`config.mk`:
```
export PLATFORM = sky130hd
export DESIGN_NAME = char_port
export DESIGN_NICKNAME = d
export VERILOG_FILES = /design/src/design/ucpu_pkg.sv /design/src/design/char_port.sv
export SDC_FILE = /design/constraint.sdc
export NUM_CORES = 1
export LEC_CHECK = 0
export BUFFER_PORTS_ARGS = -buffer_cell sky130_fd_sc_hd__buf_2
export CORE_UTILIZATION = 30
export DETAILED_ROUTE_END_ITERATION = 16
export GPL_TIMING_DRIVEN = 0
export PLACE_DENSITY = 0.68
export SYNTH_ARGS = -nofsm -noshare
export SYNTH_HDL_FRONTEND = slang
export SYNTH_SLANG_ARGS = --single-unit
```
`constraint.sdc`:
```
create_clock -name i_clk -period 0.9 [get_ports i_clk]
set_clock_uncertainty 0.15 [all_clocks]
set_input_delay 0.09 -clock i_clk [delete_from_list [all_inputs] [get_ports i_clk]]
set_output_delay 0.09 -clock i_clk [all_outputs]
set_load 0.01 [all_outputs]
```
`src/ucode.hex`:
```
// one 16-bit microcode word per line, in hex, from address 0
// 8xxx calls the word at xxx, other values are primitives or literal data
003C // 000 main: rx?
000B // skz
8005 // call proc
8021 // call jmp
0000 // back to main
003D // 005 proc: rx@
0008 // dup
000B // skz
800A // call nonzero path
000E // undefined, faults on a zero byte
8025 // 00A nonzero: lit 0x300 store
0300
0007
8025 // lit 0x300 fetch
0300
0006
8025 // lit 0x5A xor
005A
0003
8025 // lit 3 +
0003
0001
003E // 016 txwait: tx?
000B // skz
801B // call send
8021 // call jmp
0016
003F // 01B send: tx!
000D // r> drop, own return
0009
000D // r> drop, nonzero return
0009
000F // exit to main
000D // 021 jmp: r> @ >r exit
0006
000C
000F
000D // 025 lit: r> dup 1+ >r @ exit
0008
0005
000C
0006
000F

```
`src/design/ucpu_pkg.sv`:
```
// Shared widths, cell types, opcodes and the sequencer phase encoding.
// Opcode values must agree with the words in the microcode image.
// Any word with bit 15 set is a call and is not listed here.
// Undefined opcodes below 0x8000 (0x000E among them) fault the CPU.
package ucpu_pkg;

    localparam int DATA_W      = 16;             // memory word and stack cell
    localparam int ADDR_W      = 10;             // 1024-word program memory
    localparam int CHAR_W      = 8;
    localparam int STACK_DEPTH = 16;             // entries per stack, no overflow check

    typedef logic [DATA_W-1:0] cell_t;
    typedef logic [ADDR_W-1:0] addr_t;
    typedef logic [CHAR_W-1:0] char_t;

    localparam cell_t CELL_TRUE  = 16'hFFFF;     // boolean true is all ones
    localparam cell_t CELL_FALSE = 16'h0000;

    // primitive instructions, stack effect in the usual forth notation
    localparam cell_t UC_NOP     = 16'h0000;     // ( -- )
    localparam cell_t UC_ADD     = 16'h0001;     // ( a b -- a+b )
    localparam cell_t UC_AND     = 16'h0002;     // ( a b -- a&b )
    localparam cell_t UC_XOR     = 16'h0003;     // ( a b -- a^b )
    localparam cell_t UC_ROL     = 16'h0004;     // ( a -- a rotated left by one )
    localparam cell_t UC_INC     = 16'h0005;     // ( a -- a+1 )
    localparam cell_t UC_FETCH   = 16'h0006;     // ( addr -- cell )
    localparam cell_t UC_STORE   = 16'h0007;     // ( cell addr -- )
    localparam cell_t UC_DUP     = 16'h0008;     // ( a -- a a )
    localparam cell_t UC_DROP    = 16'h0009;     // ( a -- )
    localparam cell_t UC_SWAP    = 16'h000A;     // ( a b -- b a )
    localparam cell_t UC_SKZ     = 16'h000B;     // ( cond -- ) skip next word if zero
    localparam cell_t UC_PUSH_R  = 16'h000C;     // ( a -- ) R:( -- a )
    localparam cell_t UC_R_POP   = 16'h000D;     // ( -- a ) R:( a -- )
    localparam cell_t UC_EXIT    = 16'h000F;     // R:( addr -- ) return
    localparam cell_t UC_RX_OK   = 16'h003C;     // ( -- ready )
    localparam cell_t UC_GET_RX  = 16'h003D;     // ( -- char )
    localparam cell_t UC_TX_OK   = 16'h003E;     // ( -- ready )
    localparam cell_t UC_SET_TX  = 16'h003F;     // ( char -- )

    typedef logic [2:0] alu_op_t;

    localparam alu_op_t ALU_PASS = 3'd0;         // result is arg0
    localparam alu_op_t ALU_ADD  = 3'd1;
    localparam alu_op_t ALU_AND  = 3'd2;
    localparam alu_op_t ALU_XOR  = 3'd3;
    localparam alu_op_t ALU_ROL  = 3'd4;

    typedef enum logic [1:0] {
        PH_FETCH,
        PH_DECODE,
        PH_EXECUTE,
        PH_WRITEBACK
    } phase_t;

    localparam string UCODE_FILE = "/design/src/ucode.hex";  // looked up in the simulator's run directory

endpackage
```
`src/design/char_port.sv`:
```
// Character input buffer and output register.
// A new input byte overwrites one not yet read; strobe beats read.
// The output strobe lasts exactly one clock per load.
`timescale 1ns/1ps

module char_port import ucpu_pkg::*; (
    input  logic  i_clk,
    input  logic  i_rst_n,
    input  logic  i_rx_wr,
    input  char_t i_rx_data,
    input  logic  i_rx_take,
    input  logic  i_tx_load,
    input  char_t i_tx_char,
    output logic  o_rx_ready,
    output char_t o_rx_char,
    output logic  o_tx_wr,
    output char_t o_tx_data
);

    always_ff @(posedge i_clk or negedge i_rst_n) begin
        if (!i_rst_n) begin
            o_rx_ready <= 1'b0;
            o_tx_wr    <= 1'b0;
        end else begin
            if (i_rx_wr) begin
                o_rx_ready <= 1'b1;
            end else if (i_rx_take) begin
                o_rx_ready <= 1'b0;
            end
            o_tx_wr <= i_tx_load;            // one pulse per tx!
        end
    end

    always_ff @(posedge i_clk) begin
        if (i_rx_wr) begin
            o_rx_char <= i_rx_data;
        end
        if (i_tx_load) begin
            o_tx_data <= i_tx_char;
        end
    end

endmodule

```
==> reports/qor.yml, run 1 <==
status: "finished with violations"
violations: "negative hold slack, negative setup slack"
drive_gt1_share_pct: 50.6
timing.hold.ws_ns: -0.110
row_count: 14
critical_path_class: "flop to output port"
synth_nets: 41
cts_root_buf: "clkbuf_4"
clock.fmax_mhz: 930
drtPass1Iterations: 4
ant_nets: 0
synth_largest_area_cell: "edfxtp_1"
synth.cell_area_sq_um: 542
cts_buffers: 3
tritoncts: "yes"
dieArea_sq_mm: 0.00198
routedWlPerCell_microns: 12.3
crit_path_max_incr_delay_ns: 0.40
seqCellArea_sq_um: 531
start_util_pct: 34.0
total_leakage_power_nw: 0.434
place_congestion: 0.733
min_period_over_period_pct: 119
dpl_worst_slack_ns: 0.106
ys_seq_area_share_pct: 97.9
clk_path_buf_depth: 2
die_w_microns: 44.5
drt_iter0_drc: 6
grt_max_degree: 11
peakVddDrop_v: 0.000919
crit_fanout: 1
drv_slew: 0
slew_headroom_pct: 87.2
fin_ws_ns: -0.175
wl_microns: 1290
synth_warnings: 0
globalRouteOverflowTotal: 0
die_h_microns: 44.5
numPlacedInstances: 82
timing.critical_path.buf_inv: 1
critical-path-top-delay-family: "flip-flops"
critical_path.cell_chain: "buf_2"
htreeDepth: 1
io_pins: 39
crit_slowest_cell: "edfxtp_1"
layout_min_cycle_time_ns: 1.07
yosysTopAreaCellShare_pct: 88.7
clk_latency_ns: 0.27
maxCapViolations: 0
rsz0062_at_grt: "yes"
cp.arrival_ns: 0.83
multi_input_area_sq_um: 7.51
clkSinkCount: 18
vias_per_cell: 4.00
yosys.cell_types.count: 4
portBuffers: 38
grt_pass1_wl_microns: 2040
start_kind: "flop"
fin_nets: 103
n_antenna_cell: 0
setup_viol: 19
power.density_mw_per_mm2: 1630
fill_cells: 129
syn_area_per_cell_sq_um: 27.1
postSynthRegisterBits: 18
cp-end-kind: "output port"
synth_area_leaders: "edfxtp_1, dfrtp_1, a21o_1"
synth_cells: 20
fin_cells: 105
track_usage_pct: 15.4
worstMarginPinSlew_ns: 0.193
detailed_place_hpwl_microns: 794
vias: 420
finalHoldViolations: 2
hold_path.class: "primary input to flop"
cts_hold_buf: 19
cp.required_ns: 0.66
syn_to_final_growth_pct: 81.1
drc: 0
clk_pin_slew_ns: 0.09
antenna_found_initial: 0
core_area_sq_mm: 0.00159
grt_pass1_vias: 470
-- report_power, final --
part | total (mW) | leakage, nW | switching [mW] | internal, mW
combinational | 0.223 | 0.240 | 0.0951 | 0.128
sequential | 0.996 | 0.179 | 0.0170 | 0.979
clock | 0.383 | 0.0150 | 0.212 | 0.172
total | 1.60 | 0.434 | 0.324 | 1.28
-- area by class of cell --
type | instances | area share [%]
timing repair buffer | 57 | 39.0
tap | 24 | 3.06
clock buffer | 4 | 2.68
inverter | 1 | 0.383
sequential | 18 | 54.1
multi-input combinational | 1 | 0.765
-- metrics by stage --
step	area [sq um]	hold slack (ns)	utilization [%]	TNS (ns)	power (mW)
floorplan	542	-0.356	-	0	1.05
global placement	762	-0.274	47.8	0	1.17
detailed placement	762	-0.272	47.8	0	1.17
CTS	978	-0.127	61.4	-2.74	1.63
global route	981	-0.130	61.5	-3.33	1.69
finish	981	-0.110	61.5	-2.41	1.60
-- path summary, 6_finish.rpt --
check	from	endpoint	slack, ns	cells past startpoint
worst max-delay path	o_rx_char[0]	o_rx_char[0]	-0.17	1
worst min-delay path	i_tx_load	o_tx_wr	-0.11	1
worst max register to register	o_rx_ready	o_rx_ready	0	2
worst min register to register	o_rx_ready	o_rx_ready	0.42	2
max in group asynchronous	i_rst_n	o_rx_ready	0.05	2
min in group asynchronous	i_rst_n	o_tx_wr	0.43	2
-- synth_stat cells (all sizes together) --
library cell  number
inv                1
a21o               1
dfrtp              2
edfxtp            16
-- flip-flops by register name, summed over array words and instances (netlist names) --
signal and count:
o_rx_ready 1, o_tx_wr 1, o_tx_data 8, o_rx_char 8
-- layer usage --
metal / global-route usage [%] / vias to the layer above / share of wire, % / wire length [microns]
li1: - / 199 / - / -
met1: 15.0 / 180 / 36 / 464
met2: 29.7 / 37 / 52 / 675
met3: 3.67 / 4 / 11 / 140
met4: 7.27 / 0 / 1.1 / 14
met5: 0 / - / 0 / 0
-- cell usage in the layout, fill, tap and decap left out --
| master | synthesis | layout |
|---|---|---|
| buf_2 | 0 | 37 |
| dlygate4sd3_1 | 0 | 19 |
| edfxtp_1 | 16 | 16 |
| clkbuf_4 | 0 | 3 |
| dfrtp_1 | 2 | 2 |
| inv_1 | 1 | 1 |
| a21o_1 | 1 | 1 |
| clkbuf_1 | 0 | 1 |
| buf_4 | 0 | 1 |
-- cells by family (layout without fill, tap and decap cells) --
family | Yosys count | after routing | synth area share [%]
buffers and inverters | 1 | 62 | 0.692
AOI/OAI and AO/OA | 1 | 1 | 1.39
DFF | 18 | 18 | 97.9
-- timing repair --
| item | 4_1_cts | 5_1_grt |
|---|---|---|
| pin swaps | 0 | 1 |
| buffers inserted | 0 | 1 |
| resized for setup | 0 | 0 |
| hold endpoints to repair | 36 | 18 |
| endpoints found under the setup margin | 18 | 20 |
(Power assumes the default switching activity.)
==> inputs of run 2 (changes only) <==
- SETUP_SLACK_MARGIN: unset -> 0.02
==> reports/qor.yml, run 2 (synthesis results as in run 1) <==
status: "finished with violations"
violations: "negative hold slack, negative setup slack"
timing.hold.ws_ns: -0.110
seqPwrFrac_pct: 62.2
final_common_cell: "buf_2"
htreeDepth: 1
cp-end-kind: "output port"
grt_pass1_vias: 467
critical_path.cell_chain: "buf_2"
detailed_place_hpwl_microns: 794
place_congestion: 0.733
track_usage_pct: 15.3
cp.required_ns: 0.66
numPlacedInstances: 82
grt_max_degree: 11
io_pins: 39
clkSinkCount: 18
rsz0062_at_grt: "yes"
cts_hold_buf: 18
drc: 0
power.density_mw_per_mm2: 1640
dieArea_sq_mm: 0.00198
start_kind: "flop"
p_clk_share_pct: 23.9
wl_microns: 1290
clk_path_buf_depth: 2
die_h_microns: 44.5
total_leakage_power_nw: 0.433
fin_cells: 105
peakVddDrop_v: 0.000918
crit_slowest_cell: "edfxtp_1"
cts_root_buf: "clkbuf_4"
p_sw_share_pct: 20.2
drive_gt1_share_pct: 51.9
layout.cells.most_common_list: "buf_2, dlygate4sd3_1, edfxtp_1"
globalRouteOverflowTotal: 0
p_int_mw: 1.28
clk_latency_ns: 0.27
tritoncts: "yes"
layout_min_cycle_time_ns: 1.07
drtPass1Iterations: 4
crit_path_max_incr_delay_ns: 0.40
portBuffers: 38
ant_nets: 0
worstMarginPinSlew_ns: 0.193
drt_iter0_drc: 6
crit_fanout: 1
critical-path-top-delay-family: "flip-flops"
vias: 419
finalHoldViolations: 4
grt_pass1_wl_microns: 2030
maxCapViolations: 0
routedWlPerCell_microns: 12.2
n_antenna_cell: 0
fill_cells: 129
fin_ws_ns: -0.175
setup_viol: 19
min_period_over_period_pct: 119
fin_nets: 103
core_area_sq_mm: 0.00159
slew_headroom_pct: 87.2
drv_slew: 0
clk_pin_slew_ns: 0.09
reg_top3: "o_rx_char x8, o_tx_data x8"
cts_buffers: 3
clock.fmax_mhz: 930
syn_to_final_growth_pct: 80.1
p_sw_mw: 0.323
vias_per_cell: 3.99
antenna_found_initial: 0
timing.critical_path.buf_inv: 1
die_w_microns: 44.5
cp.arrival_ns: 0.83
hold_path.class: "primary input to flop"
critical_path_class: "flop to output port"
start_util_pct: 34.0
pwr-share-comb_pct: 13.9
row_count: 14
==> run 2: cell type report <==
class                   instances  area [sq um]  area share, %
multi-input cells               1          7.51          0.769
flip-flops and latches         18           531           54.4
well taps                      24          30.0           3.08
repair buffers                 57           378           38.7
clock buffers                   4          26.3           2.69
inverters                       1          3.75          0.385
==> run 2: path summary, 6_finish.rpt <==
kind	depth (start not counted)	startpoint	endpoint	slack, ns
setup / recovery	1	o_rx_char[0]	o_rx_char[0]	-0.17
hold / removal	1	i_tx_load	o_tx_wr	-0.11
setup reg to reg	2	o_rx_ready	o_rx_ready	0
hold reg to reg	2	o_rx_ready	o_rx_ready	0.42
max in group asynchronous	2	i_rst_n	o_rx_ready	0.55
min in group asynchronous	2	i_rst_n	o_tx_wr	-0.04
==> run 2: metrics by stage <==
step                      setup WS (ns)  instance area [sq um]  setup TNS [ns]  total power [mW]  utilization, %
after floorplan                  0.0673                    542               0              1.05               -
after global placement            0.113                    762               0              1.17            47.8
after detailed placement          0.106                    762               0              1.17            47.8
after CTS                        -0.196                    968           -2.74              1.63            60.8
after global routing             -0.214                    976           -3.33              1.69            61.2
final                            -0.175                    976           -2.41              1.60            61.2
==> run 2: what timing repair did <==
item / in CTS / in global routing
resized for setup: 0 / 0
setup buffers: 0 / 1
hold endpoints to repair: 36 / 20
pin swaps: 0 / 1
setup endpoints to repair: 18 / 18
==> run 2: power groups by stage <==
| stage | logic (mW) | registers [mW] | clock network, mW |
|---|---|---|---|
| 2_1_floorplan | 0.00313 | 1.05 | 0 |
| 5_1_grt | 0.240 | 1.00 | 0.449 |
| 6_report | 0.222 | 0.996 | 0.383 |
| 3_3_place_gp | 0.154 | 1.01 | 0 |
| 3_5_place_dp | 0.155 | 1.01 | 0 |
| 4_1_cts | 0.215 | 0.996 | 0.415 |
==> run 2: metal layers <==
layer  track usage, %  wire length, microns
met2             29.7                   667
met4             7.27                    14
met5                0                     0
met1             14.7                   463
met3             3.67                   140
==> inputs of run 3 (changes only) <==
- GPL_TIMING_DRIVEN: 0 -> 1
==> reports/qor.yml, run 3 (synthesis results as in run 1) <==
cts_hold_buf: 18
clock.fmax_mhz: 943
cp.required_ns: 0.66
top_usage_layer: "met2"
start_util_pct: 34.0
core_area_sq_mm: 0.00159
routedWlPerCell_microns: 12.9
setup_viol: 18
dieArea_sq_mm: 0.00198
power.density_mw_per_mm2: 1660
postCtsResizedCells: 0
critical_path.cell_chain: "buf_2"
drive_gt1_share_pct: 51.2
grt_max_degree: 11
fin_ws_ns: -0.160
io_pins: 39
drtPass1Iterations: 4
rsz0062_at_grt: "yes"
globalRouteOverflowTotal: 0
ant_nets: 0
clk_latency_ns: 0.27
total_leakage_power_nw: 0.429
violations: "negative hold slack, negative setup slack"
seqCellArea_sq_um: 531
tritoncts: "yes"
start_kind: "flop"
cts_buffers: 3
grt_pass1_wl_microns: 2140
htreeDepth: 1
critical-path-top-delay-family: "flip-flops"
met1_usage_pct: 14.2
finalHoldViolations: 4
track_usage_pct: 16.6
clk_pin_slew_ns: 0.09
peakVddDrop_v: 0.00110
crit_path_max_incr_delay_ns: 0.39
n_antenna_cell: 0
drv_slew: 0
critical_path_class: "flop to output port"
die_h_microns: 44.5
min_period_over_period_pct: 118
fin_nets: 102
clk_path_buf_depth: 2
dpl_worst_slack_ns: 0.107
reg_top3: "o_rx_char x8, o_tx_data x8"
vias: 427
hold_path.class: "primary input to flop"
postLayoutCoreUtil_pct: 60.8
cts_root_buf: "clkbuf_4"
crit_fanout: 1
cp.arrival_ns: 0.82
syn_to_final_growth_pct: 78.8
use_met3_pct: 4.08
antenna_found_initial: 0
crit_slowest_cell: "edfxtp_1"
timing.critical_path.buf_inv: 1
wl_microns: 1340
row_count: 14
layout.cells.most_common_list: "buf_2, dlygate4sd3_1, edfxtp_1"
die_w_microns: 44.5
multi_input_area_sq_um: 7.51
clkSinkCount: 18
drt_iter0_drc: 8
numPlacedInstances: 82
slew_headroom_pct: 87.1
final_common_cell: "buf_2"
worstMarginPinSlew_ns: 0.193
vias_per_cell: 4.11
place_congestion: 0.724
fin_cells: 104
status: "finished with violations"
grt_pass1_vias: 481
grtUsageMet2_pct: 33.5
maxCapViolations: 0
fill_cells: 127
cp-end-kind: "output port"
drc: 0
layout_min_cycle_time_ns: 1.06
portBuffers: 38
timing.hold.ws_ns: -0.111
## run 3: cell types whose count changed in the layout (fill, tap and decap cells not counted), sizes merged
cell | previous run | this run
buf | 39 | 38
## run 3: repair_timing
item | in CTS | in global routing
pin swaps | 0 | 0
setup endpoints to repair | 18 | 18
setup buffers | 0 | 0
endpoints found under the hold margin | 29 | 12
## run 3: layer usage
metal / share of wire [%] / up-vias / wire length, microns
met1: 36 / 192 / 477
met4: 0.82 / 0 / 11
met2: 54 / 37 / 726
li1: - / 196 / -
met5: 0 / - / 0
met3: 9.5 / 2 / 127
## run 3: per-stage QoR
step / setup TNS (ns) / cell area [sq um] / power, mW / hold slack, ns
final: -2.54 / 968 / 1.61 / -0.111
after global routing: -3.37 / 968 / 1.69 / -0.122
after CTS: -2.84 / 968 / 1.63 / -0.123
after detailed placement: 0 / 762 / 1.17 / -0.272
after global placement: 0 / 762 / 1.17 / -0.274
after floorplan: 0 / 542 / 1.05 / -0.356
## run 3: area by class of cell
| cell class | count | share of cell area (%) |
|---|---|---|
| Sequential cell | 18 | 54.8 |
| Timing Repair Buffer | 56 | 38.2 |
| Tap cell | 24 | 3.10 |
| Clock buffer | 4 | 2.71 |
| Multi-Input combinational cell | 1 | 0.775 |
| Inverter | 1 | 0.388 |
## run 3: report_power, final
part	internal [mW]	leakage (nW)	switching (mW)
Combinational	0.123	0.235	0.0954
Sequential	0.979	0.179	0.0184
Clock	0.172	0.0150	0.217
Total	1.27	0.429	0.331
## run 3: worst paths after layout
path                               from      endpoint  slack (ns)  cells past startpoint
min reg2reg                  o_rx_ready    o_rx_ready        0.33                      1
max reg2reg                  o_rx_ready    o_rx_ready        0.10                      1
min                           i_tx_load       o_tx_wr       -0.11                      1
min in group asynchronous       i_rst_n       o_tx_wr       -0.04                      2
max                        o_tx_data[6]  o_tx_data[6]       -0.16                      1
max in group asynchronous       i_rst_n    o_rx_ready        0.55                      2
