--- src/ucode.hex ---
// one 16-bit microcode word per line, in hex, from address 0
// 8xxx calls the word at xxx, other values are primitives or literal data
003C // 000 main: rx?
000B // skz
8005 // call proc
8021 // call jmp
0000 // back to main
003D // 005 proc: rx@
0008 // dup
000B // skz
800A // call nonzero path
000E // undefined, faults on a zero byte
8025 // 00A nonzero: lit 0x300 store
0300
0007
8025 // lit 0x300 fetch
0300
0006
8025 // lit 0x5A xor
005A
0003
8025 // lit 3 +
0003
0001
003E // 016 txwait: tx?
000B // skz
801B // call send
8021 // call jmp
0016
003F // 01B send: tx!
000D // r> drop, own return
0009
000D // r> drop, nonzero return
0009
000F // exit to main
000D // 021 jmp: r> @ >r exit
0006
000C
000F
000D // 025 lit: r> dup 1+ >r @ exit
0008
0005
000C
0006
000F

--- src/design/ucpu_pkg.sv ---
// Shared widths, cell types, opcodes and the sequencer phase encoding.
// Opcode values must agree with the words in the microcode image.
// Any word with bit 15 set is a call and is not listed here.
// Undefined opcodes below 0x8000 (0x000E among them) fault the CPU.
package ucpu_pkg;

    localparam int DATA_W      = 16;             // memory word and stack cell
    localparam int ADDR_W      = 10;             // 1024-word program memory
    localparam int CHAR_W      = 8;
    localparam int STACK_DEPTH = 16;             // entries per stack, no overflow check

    typedef logic [DATA_W-1:0] cell_t;
    typedef logic [ADDR_W-1:0] addr_t;
    typedef logic [CHAR_W-1:0] char_t;

    localparam cell_t CELL_TRUE  = 16'hFFFF;     // boolean true is all ones
    localparam cell_t CELL_FALSE = 16'h0000;

    // primitive instructions, stack effect in the usual forth notation
    localparam cell_t UC_NOP     = 16'h0000;     // ( -- )
    localparam cell_t UC_ADD     = 16'h0001;     // ( a b -- a+b )
    localparam cell_t UC_AND     = 16'h0002;     // ( a b -- a&b )
    localparam cell_t UC_XOR     = 16'h0003;     // ( a b -- a^b )
    localparam cell_t UC_ROL     = 16'h0004;     // ( a -- a rotated left by one )
    localparam cell_t UC_INC     = 16'h0005;     // ( a -- a+1 )
    localparam cell_t UC_FETCH   = 16'h0006;     // ( addr -- cell )
    localparam cell_t UC_STORE   = 16'h0007;     // ( cell addr -- )
    localparam cell_t UC_DUP     = 16'h0008;     // ( a -- a a )
    localparam cell_t UC_DROP    = 16'h0009;     // ( a -- )
    localparam cell_t UC_SWAP    = 16'h000A;     // ( a b -- b a )
    localparam cell_t UC_SKZ     = 16'h000B;     // ( cond -- ) skip next word if zero
    localparam cell_t UC_PUSH_R  = 16'h000C;     // ( a -- ) R:( -- a )
    localparam cell_t UC_R_POP   = 16'h000D;     // ( -- a ) R:( a -- )
    localparam cell_t UC_EXIT    = 16'h000F;     // R:( addr -- ) return
    localparam cell_t UC_RX_OK   = 16'h003C;     // ( -- ready )
    localparam cell_t UC_GET_RX  = 16'h003D;     // ( -- char )
    localparam cell_t UC_TX_OK   = 16'h003E;     // ( -- ready )
    localparam cell_t UC_SET_TX  = 16'h003F;     // ( char -- )

    typedef logic [2:0] alu_op_t;

    localparam alu_op_t ALU_PASS = 3'd0;         // result is arg0
    localparam alu_op_t ALU_ADD  = 3'd1;
    localparam alu_op_t ALU_AND  = 3'd2;
    localparam alu_op_t ALU_XOR  = 3'd3;
    localparam alu_op_t ALU_ROL  = 3'd4;

    typedef enum logic [1:0] {
        PH_FETCH,
        PH_DECODE,
        PH_EXECUTE,
        PH_WRITEBACK
    } phase_t;

    localparam string UCODE_FILE = "/design/src/ucode.hex";  // looked up in the simulator's run directory

endpackage
--- src/design/ucode_sequencer.sv ---
// Four-phase microcode engine: fetch, decode, execute, write-back.
// Every instruction takes exactly four clocks; fetch waits while not running.
// Stack, memory, ALU and port controls are decoded from the current phase
// and act on the following clock edge.
// An undefined opcode clears status, which holds until reset.
`timescale 1ns/1ps

module ucode_sequencer import ucpu_pkg::*; (
    input  logic    i_clk,
    input  logic    i_rst_n,
    input  logic    i_run,
    input  cell_t   i_rdata,
    input  cell_t   i_d0,
    input  cell_t   i_d1,
    input  cell_t   i_r0,
    input  cell_t   i_alu_data,
    input  logic    i_rx_ready,
    input  char_t   i_rx_char,
    input  logic    i_tx_busy,
    output logic    o_mem_wr,
    output addr_t   o_mem_waddr,
    output cell_t   o_mem_wdata,
    output addr_t   o_mem_raddr,
    output logic    o_d_push,
    output logic    o_d_pop,
    output cell_t   o_d_value,
    output logic    o_r_push,
    output logic    o_r_pop,
    output cell_t   o_r_value,
    output alu_op_t o_alu_op,
    output cell_t   o_alu_arg0,
    output cell_t   o_alu_arg1,
    output logic    o_rx_take,
    output logic    o_tx_load,
    output char_t   o_tx_char,
    output logic    o_running,
    output logic    o_status
);

    phase_t phase;
    addr_t  pc;
    cell_t  opcode;                          // instruction latched in decode
    logic   status;
    logic   pc_load;
    addr_t  pc_target;
    logic   fault;

    assign o_running = i_run & status;
    assign o_status  = status;
    assign o_tx_char = i_d0[CHAR_W-1:0];

    always_comb begin
        o_mem_wr    = 1'b0;
        o_mem_waddr = i_d0[ADDR_W-1:0];
        o_mem_wdata = i_d1;
        o_mem_raddr = pc;                    // instruction fetch by default
        o_d_push    = 1'b0;
        o_d_pop     = 1'b0;
        o_d_value   = i_alu_data;
        o_r_push    = 1'b0;
        o_r_pop     = 1'b0;
        o_r_value   = i_d0;
        o_alu_op    = ALU_PASS;
        o_alu_arg0  = i_d0;
        o_alu_arg1  = i_d1;
        o_rx_take   = 1'b0;
        o_tx_load   = 1'b0;
        pc_load     = 1'b0;
        pc_target   = pc + 1'b1;
        fault       = 1'b0;
        case (phase)
            PH_DECODE: begin
                case (i_rdata)               // start ALU and memory work early
                    UC_ADD: begin
                        o_alu_op = ALU_ADD;
                        o_d_pop  = 1'b1;
                    end
                    UC_AND: begin
                        o_alu_op = ALU_AND;
                        o_d_pop  = 1'b1;
                    end
                    UC_XOR: begin
                        o_alu_op = ALU_XOR;
                        o_d_pop  = 1'b1;
                    end
                    UC_ROL:   o_alu_op = ALU_ROL;
                    UC_INC: begin
                        o_alu_op   = ALU_ADD;
                        o_alu_arg1 = cell_t'(1);
                    end
                    UC_FETCH: o_mem_raddr = i_d0[ADDR_W-1:0];
                    UC_STORE: begin
                        o_mem_wr = 1'b1;     // first of two pops
                        o_d_pop  = 1'b1;
                    end
                    UC_SWAP:  o_d_pop = 1'b1; // b goes through the ALU
                    default:  ;
                endcase
            end
            PH_EXECUTE: begin
                case (opcode)
                    UC_NOP:   ;
                    UC_ADD, UC_AND, UC_XOR, UC_ROL, UC_INC, UC_SWAP: begin
                        o_d_push = 1'b1;     // replace top with the ALU result
                        o_d_pop  = 1'b1;
                    end
                    UC_FETCH: begin
                        o_d_value = i_rdata;
                        o_d_push  = 1'b1;
                        o_d_pop   = 1'b1;
                    end
                    UC_STORE: o_d_pop = 1'b1;
                    UC_DUP: begin
                        o_d_value = i_d0;
                        o_d_push  = 1'b1;
                    end
                    UC_DROP:  o_d_pop = 1'b1;
                    UC_SKZ: begin
                        pc_load = (i_d0 == CELL_FALSE);
                        o_d_pop = 1'b1;
                    end
                    UC_PUSH_R: begin
                        o_r_push = 1'b1;
                        o_d_pop  = 1'b1;
                    end
                    UC_R_POP: begin
                        o_d_value = i_r0;
                        o_d_push  = 1'b1;
                        o_r_pop   = 1'b1;
                    end
                    UC_EXIT: begin
                        pc_load   = 1'b1;
                        pc_target = i_r0[ADDR_W-1:0];
                        o_r_pop   = 1'b1;
                    end
                    UC_RX_OK: begin
                        o_d_value = i_rx_ready ? CELL_TRUE : CELL_FALSE;
                        o_d_push  = 1'b1;
                    end
                    UC_GET_RX: begin
                        o_d_value = cell_t'(i_rx_char);
                        o_d_push  = 1'b1;
                        o_rx_take = 1'b1;
                    end
                    UC_TX_OK: begin
                        o_d_value = i_tx_busy ? CELL_FALSE : CELL_TRUE;
                        o_d_push  = 1'b1;
                    end
                    UC_SET_TX: begin
                        o_tx_load = 1'b1;
                        o_d_pop   = 1'b1;
                    end
                    default: begin
                        if (opcode[DATA_W-1]) begin
                            // return address gets its upper bits set, like a call word
                            o_r_value = {{(DATA_W-ADDR_W){1'b1}}, pc};
                            o_r_push  = 1'b1;
                            pc_load   = 1'b1;
                            pc_target = opcode[ADDR_W-1:0];
                        end else begin
                            fault = 1'b1;
                        end
                    end
                endcase
            end
            PH_WRITEBACK: begin
                if (opcode == UC_SWAP) begin
                    o_d_push = 1'b1;         // a passed through the ALU in execute
                end
            end
            default: ;
        endcase
    end

    always_ff @(posedge i_clk or negedge i_rst_n) begin
        if (!i_rst_n) begin
            phase  <= PH_FETCH;
            pc     <= '0;
            opcode <= UC_NOP;
            status <= 1'b1;
        end else begin
            case (phase)
                PH_FETCH: begin
                    if (o_running) begin
                        phase <= PH_DECODE;  // memory word is ready next cycle
                    end
                end
                PH_DECODE: begin
                    phase  <= PH_EXECUTE;
                    opcode <= i_rdata;
                    pc     <= pc + 1'b1;
                end
                PH_EXECUTE: begin
                    phase <= PH_WRITEBACK;
                    if (pc_load) begin
                        pc <= pc_target;
                    end
                    if (fault) begin
                        status <= 1'b0;
                    end
                end
                default: phase <= PH_FETCH;
            endcase
        end
    end

endmodule

--- config.mk ---
export PLATFORM = sky130hd
export DESIGN_NAME = ucode_sequencer
export DESIGN_NICKNAME = d
export VERILOG_FILES = /design/src/design/ucpu_pkg.sv /design/src/design/ucode_sequencer.sv
export SDC_FILE = /design/constraint.sdc
export NUM_CORES = 1
export LEC_CHECK = 0
export BUFFER_PORTS_ARGS = -buffer_cell sky130_fd_sc_hd__buf_2
export CORE_ASPECT_RATIO = 0.8
export CORE_UTILIZATION = 30
export CTS_BUF_LIST = sky130_fd_sc_hd__clkbuf_8
export DETAILED_ROUTE_END_ITERATION = 16
export PLACE_DENSITY_LB_ADDON = 0.25
export SLEW_MARGIN = 40
export SYNTH_ARGS = -nofsm -noshare
export SYNTH_HDL_FRONTEND = slang
export SYNTH_SLANG_ARGS = --single-unit
--- constraint.sdc ---
create_clock -name i_clk -period 4 [get_ports i_clk]
set_input_delay 0.8 -clock i_clk [delete_from_list [all_inputs] [get_ports i_clk]]
set_output_delay 0.8 -clock i_clk [all_outputs]
set_load 0.1 [all_outputs]
==> impl_metrics.yaml, run 1 <==
timing:
  hold_viol: 0
  clock_skew_ns: 0.0115
  rsz0062_at_grt: "no"
  finalCritPeriodShare_pct: 94.9
  max_slew.worst_pin.slew_ns: 0.698
  max_slew_margin_pct: 53.3
  finalCriticalPeriod_ns: 3.80
  maxSlewViolCount: 0
  tns_ns: 0
  setup-violations-final: 0
  max_freq_mhz: 263
finish:
  nets: 700
  mostFrequentLayoutCells: "buf_2, nand2_1, mux2_2"
  fillers: 1184
  layout.cells.non_filler: 751
  layout_commonest_cell: "buf_2"
  syn_to_final_growth_pct: 38.6
  drive_above_1_share_pct: 49.3
  antennaDiodeCount: 0
  utilization_pct: 43.6
flow_run:
  maxCapViolations: 0
setup_path:
  crit_fanout: 12
  worst_ep_required_time_ns: 3.20
  slowest_delay_ns: 0.78
  cp.arrival_ns: 3.00
  path_depth: 7
  crit_start: "opcode[9]"
  reg2reg_slack_ns: 1.06
  regToRegEndpoint: "pc[8]"
  slowest_stage: "or4_1"
  crit_end: "o_d_value[5]"
  end_kind: "output pin"
  r2r_start: "opcode[5]"
  cp_top_family: "simple AND/OR/NAND/NOR gates"
  critPathLaunchType: "register"
  cp_num_buf_inv: 2
  cp_cell_sequence: "or4_1 -> nor4_4 -> and2_4 -> o41ai_4 -> buf_4 -> mux2_4 -> buf_12"
  reg2regPathDepth: 5
  path_class: "register to output pin"
clock_network:
  cts_tree: "built"
  clock_tree.buffer_depth: 2
  cts_hold_buffers: 0
  htree_levels: 2
  clock_latency_ns: 0.29
  cts-resized-gates: 0
  clock_sinks: 29
  path_clk_slew_ns: 0.07
  cts_buffers: 5
  clock-root-buffer: "clkbuf_8"
  post-cts-setup-buffer-count: 0
synthesis:
  synth_edf_count: 0
  syn-instance-count: 450
  netlist_top_cells_area: "dfrtp_1, buf_4, mux2_2"
  synth_compound_area_share_pct: 19.4
  ys_ff_latch: 29
  synth_xor_area_share_pct: 1.18
  synth_top_area_share_pct: 18.9
  syn_area_um2: 3710
  synth_adder_area_share_pct: 1.69
  synth_top_family_by_area: "simple AND/OR/NAND/NOR gates"
  synth_nets: 548
  synth-seq-area-share_pct: 19.6
  ys_types: 60
  synth_area_per_cell_um2: 8.24
  synth-simple-area-share_pct: 27.7
  synth_area_leader_cell: "dfrtp_1"
  synth_mux_area_share_pct: 14.8
  synthFlopType: "dfrtp_1"
  yosys_warnings: 0
  async_flop_share_pct: 100
power:
  p_per_area_nw_per_um2: 235
  power_frac_seq_pct: 24.3
  p_leak_nw: 2.51
  pwr-share-comb_pct: 48.3
  power.switching_mw: 0.596
  swShare_pct: 49.4
  p_int_mw: 0.610
  power_mw: 1.21
  vdd_drop_max_uv: 165
  clkPwrFrac_pct: 27.4
min_path:
  holdCritPathClass: "register to register"
global_routing:
  grt_pass1_vias: 3815
  grt-ovfl-total: 0
  grt_max_degree: 31
  antenna_found_initial: 0
  track_usage_pct: 22.9
  grt_pass1_wl_um: 22400
floorplan:
  core-area_um2: 11800
  dieWidth_um: 126
  io_pins: 213
  die-height_um: 101
  dieArea_um2: 12800
  start_util_pct: 31.5
  row_count: 35
routing:
  ant_nets: 0
  drt_iter0_markers: 402
  dr.pass1.iters: 7
  routed_wl_um: 15300
  post-route-drc-count: 0
  vias_per_cell: 5.61
  wl_per_cell_um: 20.3
  vias: 4210
placed_design:
  dp.cells: 743
  dp_hpwl_um: 12400
  gp_congestion: 0.910
  portBuffers: 212
outcome:
  status: "finished, final reports clean"
==> kinds of logic (layout without fill, tap and decap cells) <==
kind of cell    Yosys count  in the layout
fa+ha+maj                 5              5
xor+xnor                  5              5
buf+inv                  97            250
compound gates           95             95
simple gates            173            173
flops                    29             29
mux                      46             46
==> stage by stage <==
step	worst slack (ns)	instance area (um^2)	hold slack, ns
floorplan	0.0977	3720	0.496
global placement	0.519	5010	0.455
detailed placement	0.482	5020	0.451
CTS	0.220	5140	0.469
global route	0.104	5140	0.482
finish	0.203	5140	0.465
==> metal layers <==
layer | vias to the layer above | wire (um) | global-route usage (%)
li1 | 1945 | - | -
met1 | 2024 | 6680 | 30.8
met2 | 221 | 7140 | 37.4
met3 | 20 | 1240 | 5.60
met4 | 0 | 195 | 4.91
met5 | - | 0 | 0
==> worst min-delay path, delay by kind of cell (launching register included) <==
kind	cells	cell delay, ns
DFF	1	0.38
buffers and inverters	1	0.05
AOI/OAI and AO/OA	1	0.04
==> synthesized netlist by cell type (all sizes together), types with 3 or more instances <==
master / number
buf: 59
mux2: 42
nand2: 34
dfrtp: 28
clkbuf: 23
nand3: 20
a32oi: 19
nor2: 19
o21ai: 19
nor2b: 18
nor4: 18
inv: 15
and3: 10
a21oi: 8
a22oi: 8
nand2b: 8
nand4: 7
o22ai: 7
a22o: 6
and2: 6
a211oi: 5
and4: 5
ha: 5
nor3: 5
nor3b: 5
o2bb2ai: 5
mux2i: 4
or2: 4
a221o: 3
a222oi: 3
a31oi: 3
or4: 3
xnor2: 3
==> sequential cells by signal, summed over array words and instances (netlist names) <==
| register | flops |
|---|---|
| opcode | 16 |
| o_status | 1 |
| phase | 2 |
| pc | 10 |
==> worst min-delay path by stage <==
stage / startpoint / endpoint / slack, ns / cells past startpoint
final: o_status / o_status / 0.46 / 2
after global routing: o_status / o_status / 0.48 / 2
after CTS: o_status / o_status / 0.47 / 2
after detailed placement: o_status / o_status / 0.45 / 2
after global placement: o_status / o_status / 0.46 / 2
after floorplan: i_rst_n / opcode[0] / 0.50 / 0
==> layout make-up <==
type	instances	area (um^2)	share of cell area, %
timing repair buffer	227	1620	31.6
sequential	29	727	14.1
multi-input combinational	324	2430	47.2
tap	148	185	3.60
clock inverter	2	37.5	0.730
clock buffer	6	82.6	1.61
inverter	15	56.3	1.10
==> power groups by stage <==
stage	clock network (mW)	logic, mW	registers (mW)
2_1_floorplan	0	0.455	0.299
3_3_place_gp	0	0.582	0.299
3_5_place_dp	0	0.583	0.299
4_1_cts	0.333	0.584	0.293
5_1_grt	0.347	0.597	0.293
6_report	0.330	0.582	0.293
Power figures use the tool's default switching activity.
==> run 2, diff against run 1 <==
- CORE_ASPECT_RATIO: 0.8 -> 0.6
==> run 2 against run 1 <==
  * First-iteration DRC count down 25%
  * Core utilization shrank 1.0 points
  * Die area hardly changed
  * Final cell count is 2.3% higher
  * Flip-flop and latch count did not move
  * Critical endpoint is now o_d_value[1]
  * Final area about the same
  * Via count is 0.55% higher
  * Worst hold slack better by 0.023 ns
  * Sequential power about the same
  * Count of clock-buffer cells in the layout rose by 1
  * Largest power group unchanged
  * Global-route usage barely moved
  * Routed wire length rose by 0.80%
==> impl_metrics.yaml, run 2 (synthesis gave the netlist of run 1 again) <==
routing:
  vias_per_cell: 5.51
  ant_nets: 0
  wl_met3_um: 1370
  dr.pass1.iters: 5
  wl_met2_um: 6870
  wl_per_cell_um: 20.0
  vias: 4233
  routed_wl_um: 15400
  drt_iter0_markers: 302
  top_layer_used: "met4"
  post-route-drc-count: 0
  wl_met1_um: 7080
timing:
  fin_hold_ws_ns: 0.488
  maxSlewViolCount: 0
  clock_skew_ns: 0.00486
  finalCriticalPeriod_ns: 3.73
  rsz0062_at_grt: "no"
  max_slew.worst_pin.slew_ns: 0.713
  hold_viol: 0
  setup-violations-final: 0
  tns_ns: 0
  setup_slack_ns: 0.265
  finalCritPeriodShare_pct: 93.4
  max_slew_margin_pct: 52.5
  max_freq_mhz: 268
finish:
  top_register: "opcode"
  drive_above_1_share_pct: 49.3
  mostFrequentLayoutCells: "buf_2, nand2_1, mux2_2"
  fillers: 1201
  layout.cells.non_filler: 768
  largest_register_ffs: 16
  layout_commonest_cell: "buf_2"
  nets: 700
  largestRegisters: "opcode: 16 flops, pc: 10 flops, phase: 2 flops"
  antennaDiodeCount: 0
  syn_to_final_growth_pct: 38.7
clock_network:
  clock_tree.buffer_depth: 2
  path_clk_slew_ns: 0.07
  cts_buffers: 5
  clock_sinks: 29
  cts_hold_buffers: 0
  cts-resized-gates: 0
  cts_tree: "built"
  clock_latency_ns: 0.28
  htree_levels: 2
  post-cts-setup-buffer-count: 0
  clock-root-buffer: "clkbuf_8"
floorplan:
  core-area_um2: 12100
  dieWidth_um: 146
  row_count: 31
  dieArea_um2: 12800
  start_util_pct: 30.7
  die-height_um: 88.1
  io_pins: 213
global_routing:
  grt_max_degree: 31
  grt_pass1_wl_um: 22200
  antenna_found_initial: 0
  grt_pass1_vias: 3735
  track_usage_pct: 22.9
  grt-ovfl-total: 0
setup_path:
  crit_fanout: 14
  critPathLaunchType: "register"
  path_class: "register to output pin"
  worst_ep_required_time_ns: 3.20
  cp.arrival_ns: 2.93
  end_kind: "output pin"
placed_design:
  dp_slack_ns: 0.513
  gp_congestion: 0.910
  dp.cells: 760
  portBuffers: 212
  dp_hpwl_um: 12400
power:
  p_per_area_nw_per_um2: 224
  p_leak_nw: 2.50
  vdd_drop_max_uv: 96.7
  power_mw: 1.15
flow_run:
  maxCapViolations: 0
outcome:
  status: "finished, final reports clean"
min_path:
  holdCritPathClass: "register to register"
[run 2: cell count changes in the layout (fill, tap and decap cells not counted), sizes merged]
cell and delta:
bufinv -1, clkbuf +1, clkinv +1, clkinvlp -1
[run 2: report_power, final]
group / switching (mW) / total [mW] / internal [mW]
combinational: 0.471 / 0.585 / 0.114
clock: 0.120 / 0.276 / 0.156
sequential: 0 / 0.293 / 0.293
[run 2: worst max-delay path, cell delays in order (launching register included)]
cell and delay (ns):
dfrtp_1 0.46, or4_1 0.79, nor4_2 0.52, buf_4 0.29, a32oi_1 0.10, nand3_1 0.13
mux2_2 0.19, buf_12 0.17
[run 2: per-layer routing]
metal | track usage [%] | vias up
met5 | 0 | -
met1 | 33.9 | 2050
met4 | 2.68 | 0
met3 | 4.74 | 6
met2 | 35.0 | 233
li1 | - | 1944
[run 2: worst paths after layout]
check	start	endpoint	cells after the start	slack, ns
worst max-delay path	opcode[5]	o_d_value[1]	7	0.27
max in group asynchronous	i_rst_n	pc[6]	1	2.97
worst min register to register	o_status	o_status	2	0.49
worst max register to register	opcode[9]	pc[8]	5	1.14
min in group asynchronous	i_rst_n	opcode[15]	1	0.57
worst min-delay path	o_status	o_status	2	0.49
[run 2: per-stage QoR]
stage	util, %	cell area [um^2]
6_report	42.6	5140
3_3_place_gp	41.7	5030
5_1_grt	42.6	5140
4_1_cts	42.6	5140
3_5_place_dp	41.8	5040
2_1_floorplan	-	3720
[run 2: area by class of cell]
| class | instances | area [um^2] | share of cell area (%) |
|---|---|---|---|
| clock buffers | 7 | 96.3 | 1.87 |
| clock inverters | 1 | 5.00 | 0.0973 |
| inverters | 15 | 56.3 | 1.10 |
| multi-input cells | 324 | 2430 | 47.2 |
| flip-flops and latches | 29 | 727 | 14.1 |
| well taps | 165 | 206 | 4.02 |
| repair buffers | 227 | 1620 | 31.6 |
