## config.mk

```make
export PLATFORM = sky130hd
export DESIGN_NAME = alu
export DESIGN_NICKNAME = d
export VERILOG_FILES = /design/src/design/ucpu_pkg.sv /design/src/design/alu.sv
export SDC_FILE = /design/constraint.sdc
export NUM_CORES = 1
export LEC_CHECK = 0
export ABC_AREA = 1
export BUFFER_PORTS_ARGS = -buffer_cell sky130_fd_sc_hd__buf_4
export CELL_PAD_IN_SITES_DETAIL_PLACEMENT = 1
export CELL_PAD_IN_SITES_GLOBAL_PLACEMENT = 2
export CORE_MARGIN = 2
export CORE_UTILIZATION = 24
export CTS_CLUSTER_DIAMETER = 100
export DETAILED_ROUTE_END_ITERATION = 10
export GPL_ROUTABILITY_DRIVEN = 0
export PLACE_DENSITY_LB_ADDON = 0.1
export SLEW_MARGIN = 20
export SYNTH_ARGS = -nofsm -noshare
export SYNTH_HDL_FRONTEND = slang
export SYNTH_SLANG_ARGS = --single-unit
export TNS_END_PERCENT = 10
```

## constraint.sdc

```tcl
create_clock -name i_clk -period 0.8 [get_ports i_clk]
set_input_delay 0.08 -clock i_clk [delete_from_list [all_inputs] [get_ports i_clk]]
set_output_delay 0.08 -clock i_clk [all_outputs]
set_load 0.01 [all_outputs]
```

## src/ucode.hex

```
// one 16-bit microcode word per line, in hex, from address 0
// 8xxx calls the word at xxx, other values are primitives or literal data
003C // 000 main: rx?
000B // skz
8005 // call proc
8021 // call jmp
0000 // back to main
003D // 005 proc: rx@
0008 // dup
000B // skz
800A // call nonzero path
000E // undefined, faults on a zero byte
8025 // 00A nonzero: lit 0x300 store
0300
0007
8025 // lit 0x300 fetch
0300
0006
8025 // lit 0x5A xor
005A
0003
8025 // lit 3 +
0003
0001
003E // 016 txwait: tx?
000B // skz
801B // call send
8021 // call jmp
0016
003F // 01B send: tx!
000D // r> drop, own return
0009
000D // r> drop, nonzero return
0009
000F // exit to main
000D // 021 jmp: r> @ >r exit
0006
000C
000F
000D // 025 lit: r> dup 1+ >r @ exit
0008
0005
000C
0006
000F

```

## src/design/ucpu_pkg.sv

```systemverilog
// Shared widths, cell types, opcodes and the sequencer phase encoding.
// Opcode values must agree with the words in the microcode image.
// Any word with bit 15 set is a call and is not listed here.
// Undefined opcodes below 0x8000 (0x000E among them) fault the CPU.
package ucpu_pkg;

    localparam int DATA_W      = 16;             // memory word and stack cell
    localparam int ADDR_W      = 10;             // 1024-word program memory
    localparam int CHAR_W      = 8;
    localparam int STACK_DEPTH = 16;             // entries per stack, no overflow check

    typedef logic [DATA_W-1:0] cell_t;
    typedef logic [ADDR_W-1:0] addr_t;
    typedef logic [CHAR_W-1:0] char_t;

    localparam cell_t CELL_TRUE  = 16'hFFFF;     // boolean true is all ones
    localparam cell_t CELL_FALSE = 16'h0000;

    // primitive instructions, stack effect in the usual forth notation
    localparam cell_t UC_NOP     = 16'h0000;     // ( -- )
    localparam cell_t UC_ADD     = 16'h0001;     // ( a b -- a+b )
    localparam cell_t UC_AND     = 16'h0002;     // ( a b -- a&b )
    localparam cell_t UC_XOR     = 16'h0003;     // ( a b -- a^b )
    localparam cell_t UC_ROL     = 16'h0004;     // ( a -- a rotated left by one )
    localparam cell_t UC_INC     = 16'h0005;     // ( a -- a+1 )
    localparam cell_t UC_FETCH   = 16'h0006;     // ( addr -- cell )
    localparam cell_t UC_STORE   = 16'h0007;     // ( cell addr -- )
    localparam cell_t UC_DUP     = 16'h0008;     // ( a -- a a )
    localparam cell_t UC_DROP    = 16'h0009;     // ( a -- )
    localparam cell_t UC_SWAP    = 16'h000A;     // ( a b -- b a )
    localparam cell_t UC_SKZ     = 16'h000B;     // ( cond -- ) skip next word if zero
    localparam cell_t UC_PUSH_R  = 16'h000C;     // ( a -- ) R:( -- a )
    localparam cell_t UC_R_POP   = 16'h000D;     // ( -- a ) R:( a -- )
    localparam cell_t UC_EXIT    = 16'h000F;     // R:( addr -- ) return
    localparam cell_t UC_RX_OK   = 16'h003C;     // ( -- ready )
    localparam cell_t UC_GET_RX  = 16'h003D;     // ( -- char )
    localparam cell_t UC_TX_OK   = 16'h003E;     // ( -- ready )
    localparam cell_t UC_SET_TX  = 16'h003F;     // ( char -- )

    typedef logic [2:0] alu_op_t;

    localparam alu_op_t ALU_PASS = 3'd0;         // result is arg0
    localparam alu_op_t ALU_ADD  = 3'd1;
    localparam alu_op_t ALU_AND  = 3'd2;
    localparam alu_op_t ALU_XOR  = 3'd3;
    localparam alu_op_t ALU_ROL  = 3'd4;

    typedef enum logic [1:0] {
        PH_FETCH,
        PH_DECODE,
        PH_EXECUTE,
        PH_WRITEBACK
    } phase_t;

    localparam string UCODE_FILE = "/design/src/ucode.hex";  // looked up in the simulator's run directory

endpackage
```

## src/design/alu.sv

```systemverilog
// Registered ALU, the result follows its inputs by one clock.
// Unknown op codes behave as pass.
`timescale 1ns/1ps

module alu import ucpu_pkg::*; (
    input  logic    i_clk,
    input  logic    i_rst_n,
    input  alu_op_t i_op,
    input  cell_t   i_arg0,
    input  cell_t   i_arg1,
    output cell_t   o_data
);

    always_ff @(posedge i_clk or negedge i_rst_n) begin
        if (!i_rst_n) begin
            o_data <= '0;
        end else begin
            case (i_op)
                ALU_PASS: o_data <= i_arg0;
                ALU_ADD:  o_data <= i_arg0 + i_arg1;
                ALU_AND:  o_data <= i_arg0 & i_arg1;
                ALU_XOR:  o_data <= i_arg0 ^ i_arg1;
                ALU_ROL:  o_data <= {i_arg0[DATA_W-2:0], i_arg0[DATA_W-1]};
                default:  o_data <= i_arg0;
            endcase
        end
    end

endmodule

```

==> metrics.txt, run 1 <==
CP endpoint kind=flop; mean area per synthesized cell=6.08 um^2; Yosys top cell by area=nand2_1; die area=0.00887 mm^2; Pwr per Cell Area=1110 mW/mm^2; DR pass1 iterations=4; Min Clock Period, post-route=1.23 ns; CTS sink count=16; Largest Register=o_data; Synth Net Count=between 300 and 400; Area contributors post-synth=nand2_1, dfrtp_1, ha_1; fin nets=494; Bufs on Longest Clock Path=2; maximum VDD drop=652 uV; post-layout util=0.435; CP startpoint=i_arg0[0]; I/O Buffers=52; max reg flops=16; Fin. Hold Viols=0; TritonCTS clock tree=yes; Die W=94.2 um; Cell Area, Placed=0.00293 mm^2; largest net degree at the start of global routing=17; post-DP HPWL=6.36 mm; Leakage=approximately 1.7 nW; highest clock rate=813 MHz; MaxCap Viol Count=0; filler cell count in the final layout=1010; final worst path period share=1.54; vias in the first global route=2628; CTS buffer count=3; max-slew violation count=0; number of DRC markers in iteration 0=between 60 and 70; failing checks=setup timing; P&R area growth vs syn=73.8%; EDFF count, synth=0; vias per cell=4.54; critical path data arrival time=1.38 ns; CTS root buf=clkbuf_8; Worst slew margin=0.770; RSZ-0062 raised after global routing=true; Post-Syn Area=0.00195 mm^2; fin cells=540; Ys Warns=0; share of the synthesized area in the top cell type=0.227; average wire per standard cell=14.3 um; drt drc=0; Startpoint Class=primary input; post-route setup slack=-0.430 ns; # IOs=53; H-tree levels=1; Worst-path clk slew=0.08 ns; Seq/Total Area, Yosys=0.205; number of cells after detailed placement=531; Rows=32; ys async rst share=1.00; CP Class=primary input to flop; Tightest Pin Transition=about 0.34 ns; final wirelength=7.72 mm; most numerous cell in the Yosys netlist=nand2_1; core area=a little under 0.008 mm^2; first-pass GRT wire length=around 13 mm; post-synth cell types=31; crit-path max FO=4; total number of vias=2449; Main synth FF type=dfrtp_1; Ant. Diodes=0; Crit path required time=~0.95 ns; register bit total from synthesis=16; Cells after Synth=about 320; die span in y=94.2 um; fin area=0.00339 mm^2; synth cell count leaders=nand2_1, inv_1, nand3_1, nor2_1; status=finished with violations; Hold Path Origin=i_arg0[1]; Starting Density=0.250; total gr overflow=0; Detail Route Antenna Nets=0; Final setup viols=31; initial antenna violation count=0; Largest regs=o_data (16); layout cells sized above 1=0.466; Tightest Hold Check Type=primary input to flop; gr usage total=0.188
worst max-delay path: stages:
cell and delay (ns):
buf_6 0.10, ha_4 0.15, fa_2 0.34, nand2_2 0.08, nand2_2 0.06, and2_4 0.16
nand2_2 0.07, nand3_2 0.06, nand3_2 0.08, o21ai_2 0.05, nor2_1 0.09, nand2_1 0.06
metrics by stage:
stage | total power, mW | setup slack, ns | hold slack (ns) | TNS (ns)
after floorplan | 1.83 | -0.513 | -0.216 | -5.99
after global placement | 2.71 | -0.790 | -0.0257 | -10.44
after detailed placement | 2.74 | -0.814 | -0.0257 | -10.82
after CTS | 3.75 | -0.430 | 0.0914 | -5.59
after global routing | 4.08 | -0.515 | 0.0924 | -7.17
final | 3.76 | -0.430 | 0.0959 | -5.34
routing by layer:
metal / track usage / routed length, um
met5: 0 / 0
met4: 0.0531 / 120
met3: 0.0120 / 201
met2: 0.313 / 3600
met1: 0.261 / 3800
report_power, final:
part | switching [mW] | internal, mW
Combinational | 1.05 | 1.07
Sequential | 0.0509 | 0.911
Clock | 0.344 | 0.335
cells by family after synthesis:
| kind of cell | count (synthesis) | synth area share |
|---|---|---|
| AOI/OAI and AO/OA | 32 | 0.104 |
| adders and majority gates | 17 | 0.113 |
| buffers and inverters | 64 | 0.135 |
| DFF | 16 | 0.205 |
| and+or+nand+nor | 192 | 0.443 |
layout by cell type (no fill, tap or decap), types with 3 or more instances in the layout:
| cell type | synthesis | routed |
|---|---|---|
| clkbuf_8 | 0 | 3 |
| buf_4 | 0 | 97 |
| o21ai_0 | 11 | 11 |
| dfrtp_1 | 16 | 16 |
| nand2_2 | 9 | 21 |
| nand3_2 | 4 | 14 |
| ha_4 | 0 | 14 |
| nand4_1 | 10 | 10 |
| nor2_1 | 17 | 14 |
| nand2_1 | 118 | 104 |
| inv_2 | 11 | 11 |
| inv_1 | 49 | 48 |
| a21oi_1 | 8 | 4 |
| nand3_1 | 27 | 17 |
| buf_6 | 3 | 18 |
| nor2_2 | 0 | 3 |
| a21oi_2 | 1 | 5 |
worst paths after layout:
kind,end,cells after the start
setup / recovery,o_data[8],12
hold / removal,o_data[1],3
max in group asynchronous,o_data[10],2
min in group asynchronous,o_data[1],2
area by class of cell:
class                      instances  area (um^2)  area share
multi-input combinational        241         1620       0.476
timing repair buffer             118          981       0.289
sequential                        16          400       0.118
inverter                          60          228      0.0671
tap                              102          128      0.0376
clock buffer                       3         41.3      0.0122
timing repair:
action | in CTS | in global routing
hold buffers | 1 | 0
hold endpoints to repair | 16 | 0
pin swaps | 12 | 10
resized for setup | 58 | 16
cloned | 0 | 0
setup endpoints to repair | 31 | 32
buffers inserted | 4 | 1
No activity file was read; power rests on OpenSTA's default activity.
==> run 2: changes to the inputs <==
ABC_AREA = default   (was 1)
CAP_MARGIN = 5   (was default)
CORE_UTILIZATION = 27   (was 24)
==> run 2 against run 1 <==
Effect of this change: the flow still finishes with violations (setup timing); combinational power up 11%; via count up 0.73%; final cell count is 13% lower; sequential share of layout area fell by 0.39 points; critical path depth shrank 3; utilization increased by 7.9 points; worst hold slack gained 0.066 ns; first-iteration DRC count rose by 11%; total power grew 10%; worst setup slack got worse by 0.47 ns; critical path type unchanged.
==> metrics.txt, run 2 <==
Startpoint Class=primary input; Cells after Synth=240 (-25%); synth cell count leaders=a21oi_1, o21ai_0; mean area per synthesized cell=8.01 um^2 (+32%); Die W=88.4 um (-6.1%); maximum VDD drop=568 uV (-13%); fin nets=428 (-13%); die span in y=88.4 um (-6.1%); Crit path required time=0.96 ns (about the same); critical path data arrival time=1.85 ns (+0.47 ns); largest net degree at the start of global routing=28 (+11); most numerous cell in the Yosys netlist=a21oi_1; Tightest Hold Check Type=primary input to flop; Seq/Total Area, Yosys=0.208 (+0.00307); Psw=1.51 mW (+4.8%); area of the multi-input gates=0.00171 mm^2 (+6.1%); Leakage=1.58 nW (-9.8%); Fin. Hold Viols=0 (unchanged); number of DRC markers in iteration 0=71 (+11%); total gr overflow=0 (unchanged); post-route setup slack=-0.898 ns (-0.468 ns); Area contributors post-synth=dfrtp_1, ha_1, a21oi_1; vias in the first global route=2692 (+2.4%); max reg flops=16 (unchanged); die area=0.00781 mm^2 (-12%); first-pass GRT wire length=13.8 mm (+6.5%); Main synth FF type=dfrtp_1; Sw Share=0.365 (-0.0186); CP endpoint kind=flop; failing checks=setup timing; most common cell after layout, fill and taps aside=buf_4; Post-Syn Area=0.00192 mm^2 (-1.5%); Ys Warns=0 (unchanged); Detail Route Antenna Nets=0 (unchanged); average wire per standard cell=18.3 um (+28%); post-DP HPWL=6.78 mm (+6.5%); Starting Density=0.282 (+0.0315); vias per cell=5.26 (+16%); Tightest Pin Transition=0.369 ns (+0.0248 ns); share of power burned in registers=0.235 (-0.021); core area=0.00683 mm^2 (-13%); max-slew violation count=0 (unchanged); MaxCap Viol Count=0 (unchanged); I/O Buffers=52 (unchanged); crit-path max cell delay=0.35 ns (about the same); Hold Path Stages=3 (unchanged); Bufs on Longest Clock Path=2 (unchanged); CP cell instances=buf_8, ha_4, fa_2, a21o_1, buf_6, a221oi_4, nor2_1, or3_1, a31o_1; Worst slew margin=0.748 (-0.0226); TritonCTS clock tree=yes; total number of vias=2467 (+0.73%); Yosys top cell by area=dfrtp_1; Reg area=400 um^2 (unchanged); final wirelength=8.61 mm (+11%); filler cell count in the final layout=841 (-17%); Largest regs=o_data (16); layout cells sized above 1=0.512 (+0.0463); drt drc=0 (unchanged); gr usage total=0.230 (+0.0421); Worst-path clk slew=0.08 ns (about the same); CTS buffer count=3 (unchanged); Pint=2.63 mW (+13%); Synth Net Count=294 (-22%); Rows=30 (-6.3%); clock power share=0.196 (+0.015); Min Clock Period, post-route=1.70 ns (+0.468 ns); Ant. Diodes=0 (unchanged); H-tree levels=1 (unchanged); post-layout util=0.514 (+0.0789); CTS sink count=16 (unchanged); total negative slack=-9.04 ns (-3.70 ns); Pwr per Cell Area=1180 mW/mm^2 (+6.5%); status=finished with violations; Slowest-stage cell, CP=or3_1; P&R area growth vs syn=82.4%; DR pass1 iterations=4 (unchanged); highest clock rate=589 MHz (-28%); # IOs=53 (unchanged); RSZ-0062 raised after global routing=true; ys async rst share=1.00 (unchanged); Final setup viols=32 (+3.2%); EDFF count, synth=0 (unchanged); CP Class=primary input to flop; final worst path period share=2.12 (+0.585); Comb power frac=0.568 (+0.005); initial antenna violation count=0 (unchanged); CTS root buf=clkbuf_8; Largest Register=o_data; most frequent cells in the layout=buf_4, buf_6, nand2_1, a21oi_1, dfrtp_1; crit-path max FO=2 (-2); post-synth cell types=59 (+90%); share of the synthesized area in the top cell type=0.208 (-0.0187); register bit total from synthesis=16 (unchanged)
-- run 2: cell types whose count changed in the layout (fill, tap and decap cells not counted), sizes merged, moves of 7 or more --
| cell | previous run | this run |
|---|---|---|
| nand2 | 127 | 16 |
| nand2b | 0 | 10 |
| inv | 60 | 2 |
| a21oi | 9 | 23 |
| buf | 117 | 143 |
| nand4 | 10 | 1 |
| nand3 | 32 | 7 |
| and3 | 0 | 7 |
-- run 2: timing repair --
action,in CTS,in global routing
hold endpoints to repair,16,0
buffers inserted,4,2
setup endpoints to repair,32,32
pin swaps,19,8
hold buffers,1,0
gates resized for setup,54,19
-- run 2: area by class of cell --
| cell class | instances | share of cell area |
|---|---|---|
| Clock buffer | 4 | 0.0157 |
| Inverter | 3 | 0.00321 |
| Multi-Input combinational cell | 206 | 0.489 |
| Sequential cell | 16 | 0.114 |
| Tap cell | 96 | 0.0342 |
| Timing Repair Buffer | 144 | 0.344 |
-- run 2: kinds of logic (layout without fill, tap and decap cells) --
family,Yosys count,count (layout),synth area share
adders and majority gates,17,17,0.115
xor gates and xnor gates,8,8,0.0364
DFF,16,16,0.208
muxes,8,8,0.0436
buffers and inverters,18,151,0.0410
and+or+nand+nor,75,75,0.210
AOI/OAI and AO/OA,98,98,0.347
-- run 2: through the flow --
step                power, mW  cells  instance area [um^2]  hold slack, ns  setup slack (ns)
finish                   4.14    469                  3510           0.162            -0.898
global route             4.41    469                  3510           0.173            -0.940
CTS                      4.06    469                  3390           0.167            -0.901
detailed placement       2.98    460                  3070         -0.0176             -1.25
global placement         2.95    460                  3070         -0.0182             -1.20
floorplan                1.90    240                  1970          -0.216            -0.990
-- run 2: path summary, 6_finish.rpt --
path,start,to,slack [ns]
worst max-delay path,i_arg0[0],o_data[14],-0.90
worst min-delay path,i_arg0[7],o_data[7],0.16
max in group asynchronous,i_rst_n,o_data[12],0.34
min in group asynchronous,i_rst_n,o_data[5],0.24
-- run 2: power groups by stage --
| stage | Sequential [mW] | Clock, mW | Combinational (mW) |
|---|---|---|---|
| after floorplan | 1.01 | 0 | 0.888 |
| after global placement | 0.969 | 0 | 1.98 |
| after detailed placement | 0.965 | 0 | 2.01 |
| after CTS | 0.972 | 0.836 | 2.25 |
| after global routing | 0.981 | 0.872 | 2.56 |
| final | 0.972 | 0.813 | 2.35 |
-- run 2: worst max-delay path: cells and delay by family --
family | cells | cell delay (ns)
AOI/OAI and AO/OA | 3 | 0.60
adders and majority gates | 2 | 0.48
and+or+nand+nor | 2 | 0.45
buffers and inverters | 2 | 0.23
-- run 2: layer usage --
| metal | GRT usage | part of all wire | wire length [um] | vias to the layer above |
|---|---|---|---|---|
| met2 | 0.414 | 0.51 | 4380 | 57 |
| met5 | 0 | 0 | 0 | - |
| met1 | 0.296 | 0.45 | 3850 | 1214 |
| met3 | 0.0224 | 0.030 | 259 | 8 |
| met4 | 0.0537 | 0.013 | 114 | 0 |
| li1 | - | - | - | 1188 |
==> run 3: changes to the inputs <==
BUFFER_PORTS_ARGS = default   (was -buffer_cell sky130_fd_sc_hd__buf_4)
CORE_UTILIZATION = 33   (was 27)
DONT_BUFFER_PORTS = 1   (was default)
clock period = 1.55 ns   (was 0.8 ns; I/O delays follow)
==> run 3 against run 2 <==
Effect of this change: the flow still finishes with violations (setup timing); critical path type unchanged; utilization fell by 7.3 points; total power decreased by 59%; via count down 14%; sequential share of layout area increased by 4.9 points.
==> metrics.txt, run 3 (synthesis results as in run 2) <==
Min Clock Period, post-route=1.66 ns; WL met2=3.69 mm (-16%); Pwr per Cell Area=685 mW/mm^2 (-42%); most frequent cells in the layout=buf_4, a21oi_1, o21ai_0; number of DRC markers in iteration 0=73 (+2.8%); Slowest-stage cell, CP=fa_2; I/O Buffers=0 (-100%); Leakage=1.06 nW (-33%); clock power share=0.245 (+0.049); final worst path period share=1.07; highest clock rate=approximately 600 MHz; Psw=618 uW (-59%); CP Class=primary input to flop; crit-path max FO=4 (+2); vias in the first global route=2297 (-15%); Die W=80.3 um (-9.1%); Tightest Pin Transition=0.921 ns (+0.552 ns); WP depth=7 (-2); CP startpoint=i_arg0[0]; Largest regs=o_data (16); maximum VDD drop=288 uV (-49%); CTS root buf=clkbuf_8; Comb power frac=0.443 (-0.125); total negative slack=-0.414 ns (+8.62 ns); critical path data arrival time=1.79 ns (-0.06 ns); post-DP HPWL=5.79 mm (-15%); drt drc=0 (unchanged); Bufs on Longest Clock Path=2 (unchanged); first-pass GRT wire length=12.1 mm (-12%); max reg flops=16 (unchanged); status=finished with violations; Largest Register=o_data; final wirelength=7.62 mm (-11%); Hold Path Stages=1 (-2); failing checks=setup timing; Worst slew margin=0.384 (-0.364); CP top delay family=compound AO/OA/AOI/OAI gates; # IOs=53 (unchanged); met1 WL=3.46 mm (-10%); layout cells sized above 1=0.248 (-0.264); post-layout power=1.68 mW (-59%); Final setup viols=6 (-81%); total number of vias=2133 (-14%); Rows=27 (-10%); gr usage total=0.246 (+0.0154); vias per cell=6.09 (+16%); worst path bufs/invs=0 (-2); Fin. Hold Viols=0 (unchanged); WL met3=415 um (+60%); highest metal used=met4; Detail Route Antenna Nets=0 (unchanged); CTS buffer count=3 (unchanged); MaxCap Viol Count=0 (unchanged); Pint=1.06 mW (-59%); P&R area growth vs syn=27.7%; core area=0.00557 mm^2 (-18%); Tightest Hold Check Type=primary input to flop; Worst-path clk slew=0.08 ns (about the same); die area=0.00645 mm^2 (-17%); Sw Share=0.367 (+0.00221); Starting Density=0.345 (+0.0635); die span in y=80.3 um (-9.1%); largest net degree at the start of global routing=36 (+29%); crit-path max cell delay=0.36 ns (about the same); share of power burned in registers=0.313 (+0.078); Startpoint Class=primary input; Hold Path Origin=i_op[1]; post-route setup slack=-0.112 ns (+0.786 ns); DR pass1 iterations=4 (unchanged); CTS sink count=16 (unchanged); fin nets=333 (-22%); RSZ-0062 raised after global routing=true; Ant. Diodes=0 (unchanged); max-slew violation count=0 (unchanged); most common cell after layout, fill and taps aside=buf_4; average wire per standard cell=21.8 um (+19%); H-tree levels=1 (unchanged); initial antenna violation count=0 (unchanged); Crit path required time=1.68 ns (+0.72 ns); CP endpoint kind=flop; CP cell instances=ha_4, fa_2, a21o_1, a221o_1, a41o_1, nor4b_2, a211oi_2; total gr overflow=0 (unchanged); TritonCTS clock tree=yes
[run 3: timing repair]
action	4_1_cts	5_1_grt
endpoints found under the hold margin	17	0
cloned	0	0
pin swaps	4	2
buffers inserted	2	0
hold buffers	2	0
resized for setup	4	3
setup endpoints to repair	6	8
[run 3: path summary, 6_finish.rpt]
path / endpoint / slack [ns]
setup / recovery: o_data[12] / -0.11
hold / removal: o_data[1] / 0.007
max in group asynchronous: o_data[15] / 0.52
min in group asynchronous: o_data[5] / 0.47
[run 3: metrics by stage]
stage          hold slack, ns   util  cells  setup WS [ns]  instance area [um^2]
6_report              0.00742  0.441    350         -0.112                  2460
5_1_grt                0.0100  0.441    350         -0.186                  2460
4_1_cts               0.00445  0.439    350         -0.115                  2450
3_5_place_dp           -0.140  0.417    342         -0.438                  2320
3_3_place_gp           -0.140  0.417    342         -0.383                  2320
2_1_floorplan          -0.141      -    240         -0.315                  1970
[run 3: layout make-up]
type / count / area, um^2
Sequential cell: 16 / 400
Fill cell: 683 / 3120
Inverter: 3 / 11.3
Timing Repair Buffer: 49 / 377
Tap cell: 72 / 90.1
Clock buffer: 4 / 55.1
Multi-Input combinational cell: 206 / 1520
[run 3: per-layer routing]
metal  vias up  track usage
li1        999            -
met1      1068        0.329
met2        60        0.421
met3         6       0.0360
met4         0       0.0441
met5         -            0
[run 3: power by group through the flow]
stage               clock, mW  sequential, mW  combinational [mW]
detailed placement          0           0.536               0.682
global route            0.434           0.530               0.817
floorplan                   0           0.522               0.458
finish                  0.412           0.526               0.745
CTS                     0.416           0.528               0.733
global placement            0           0.537               0.666
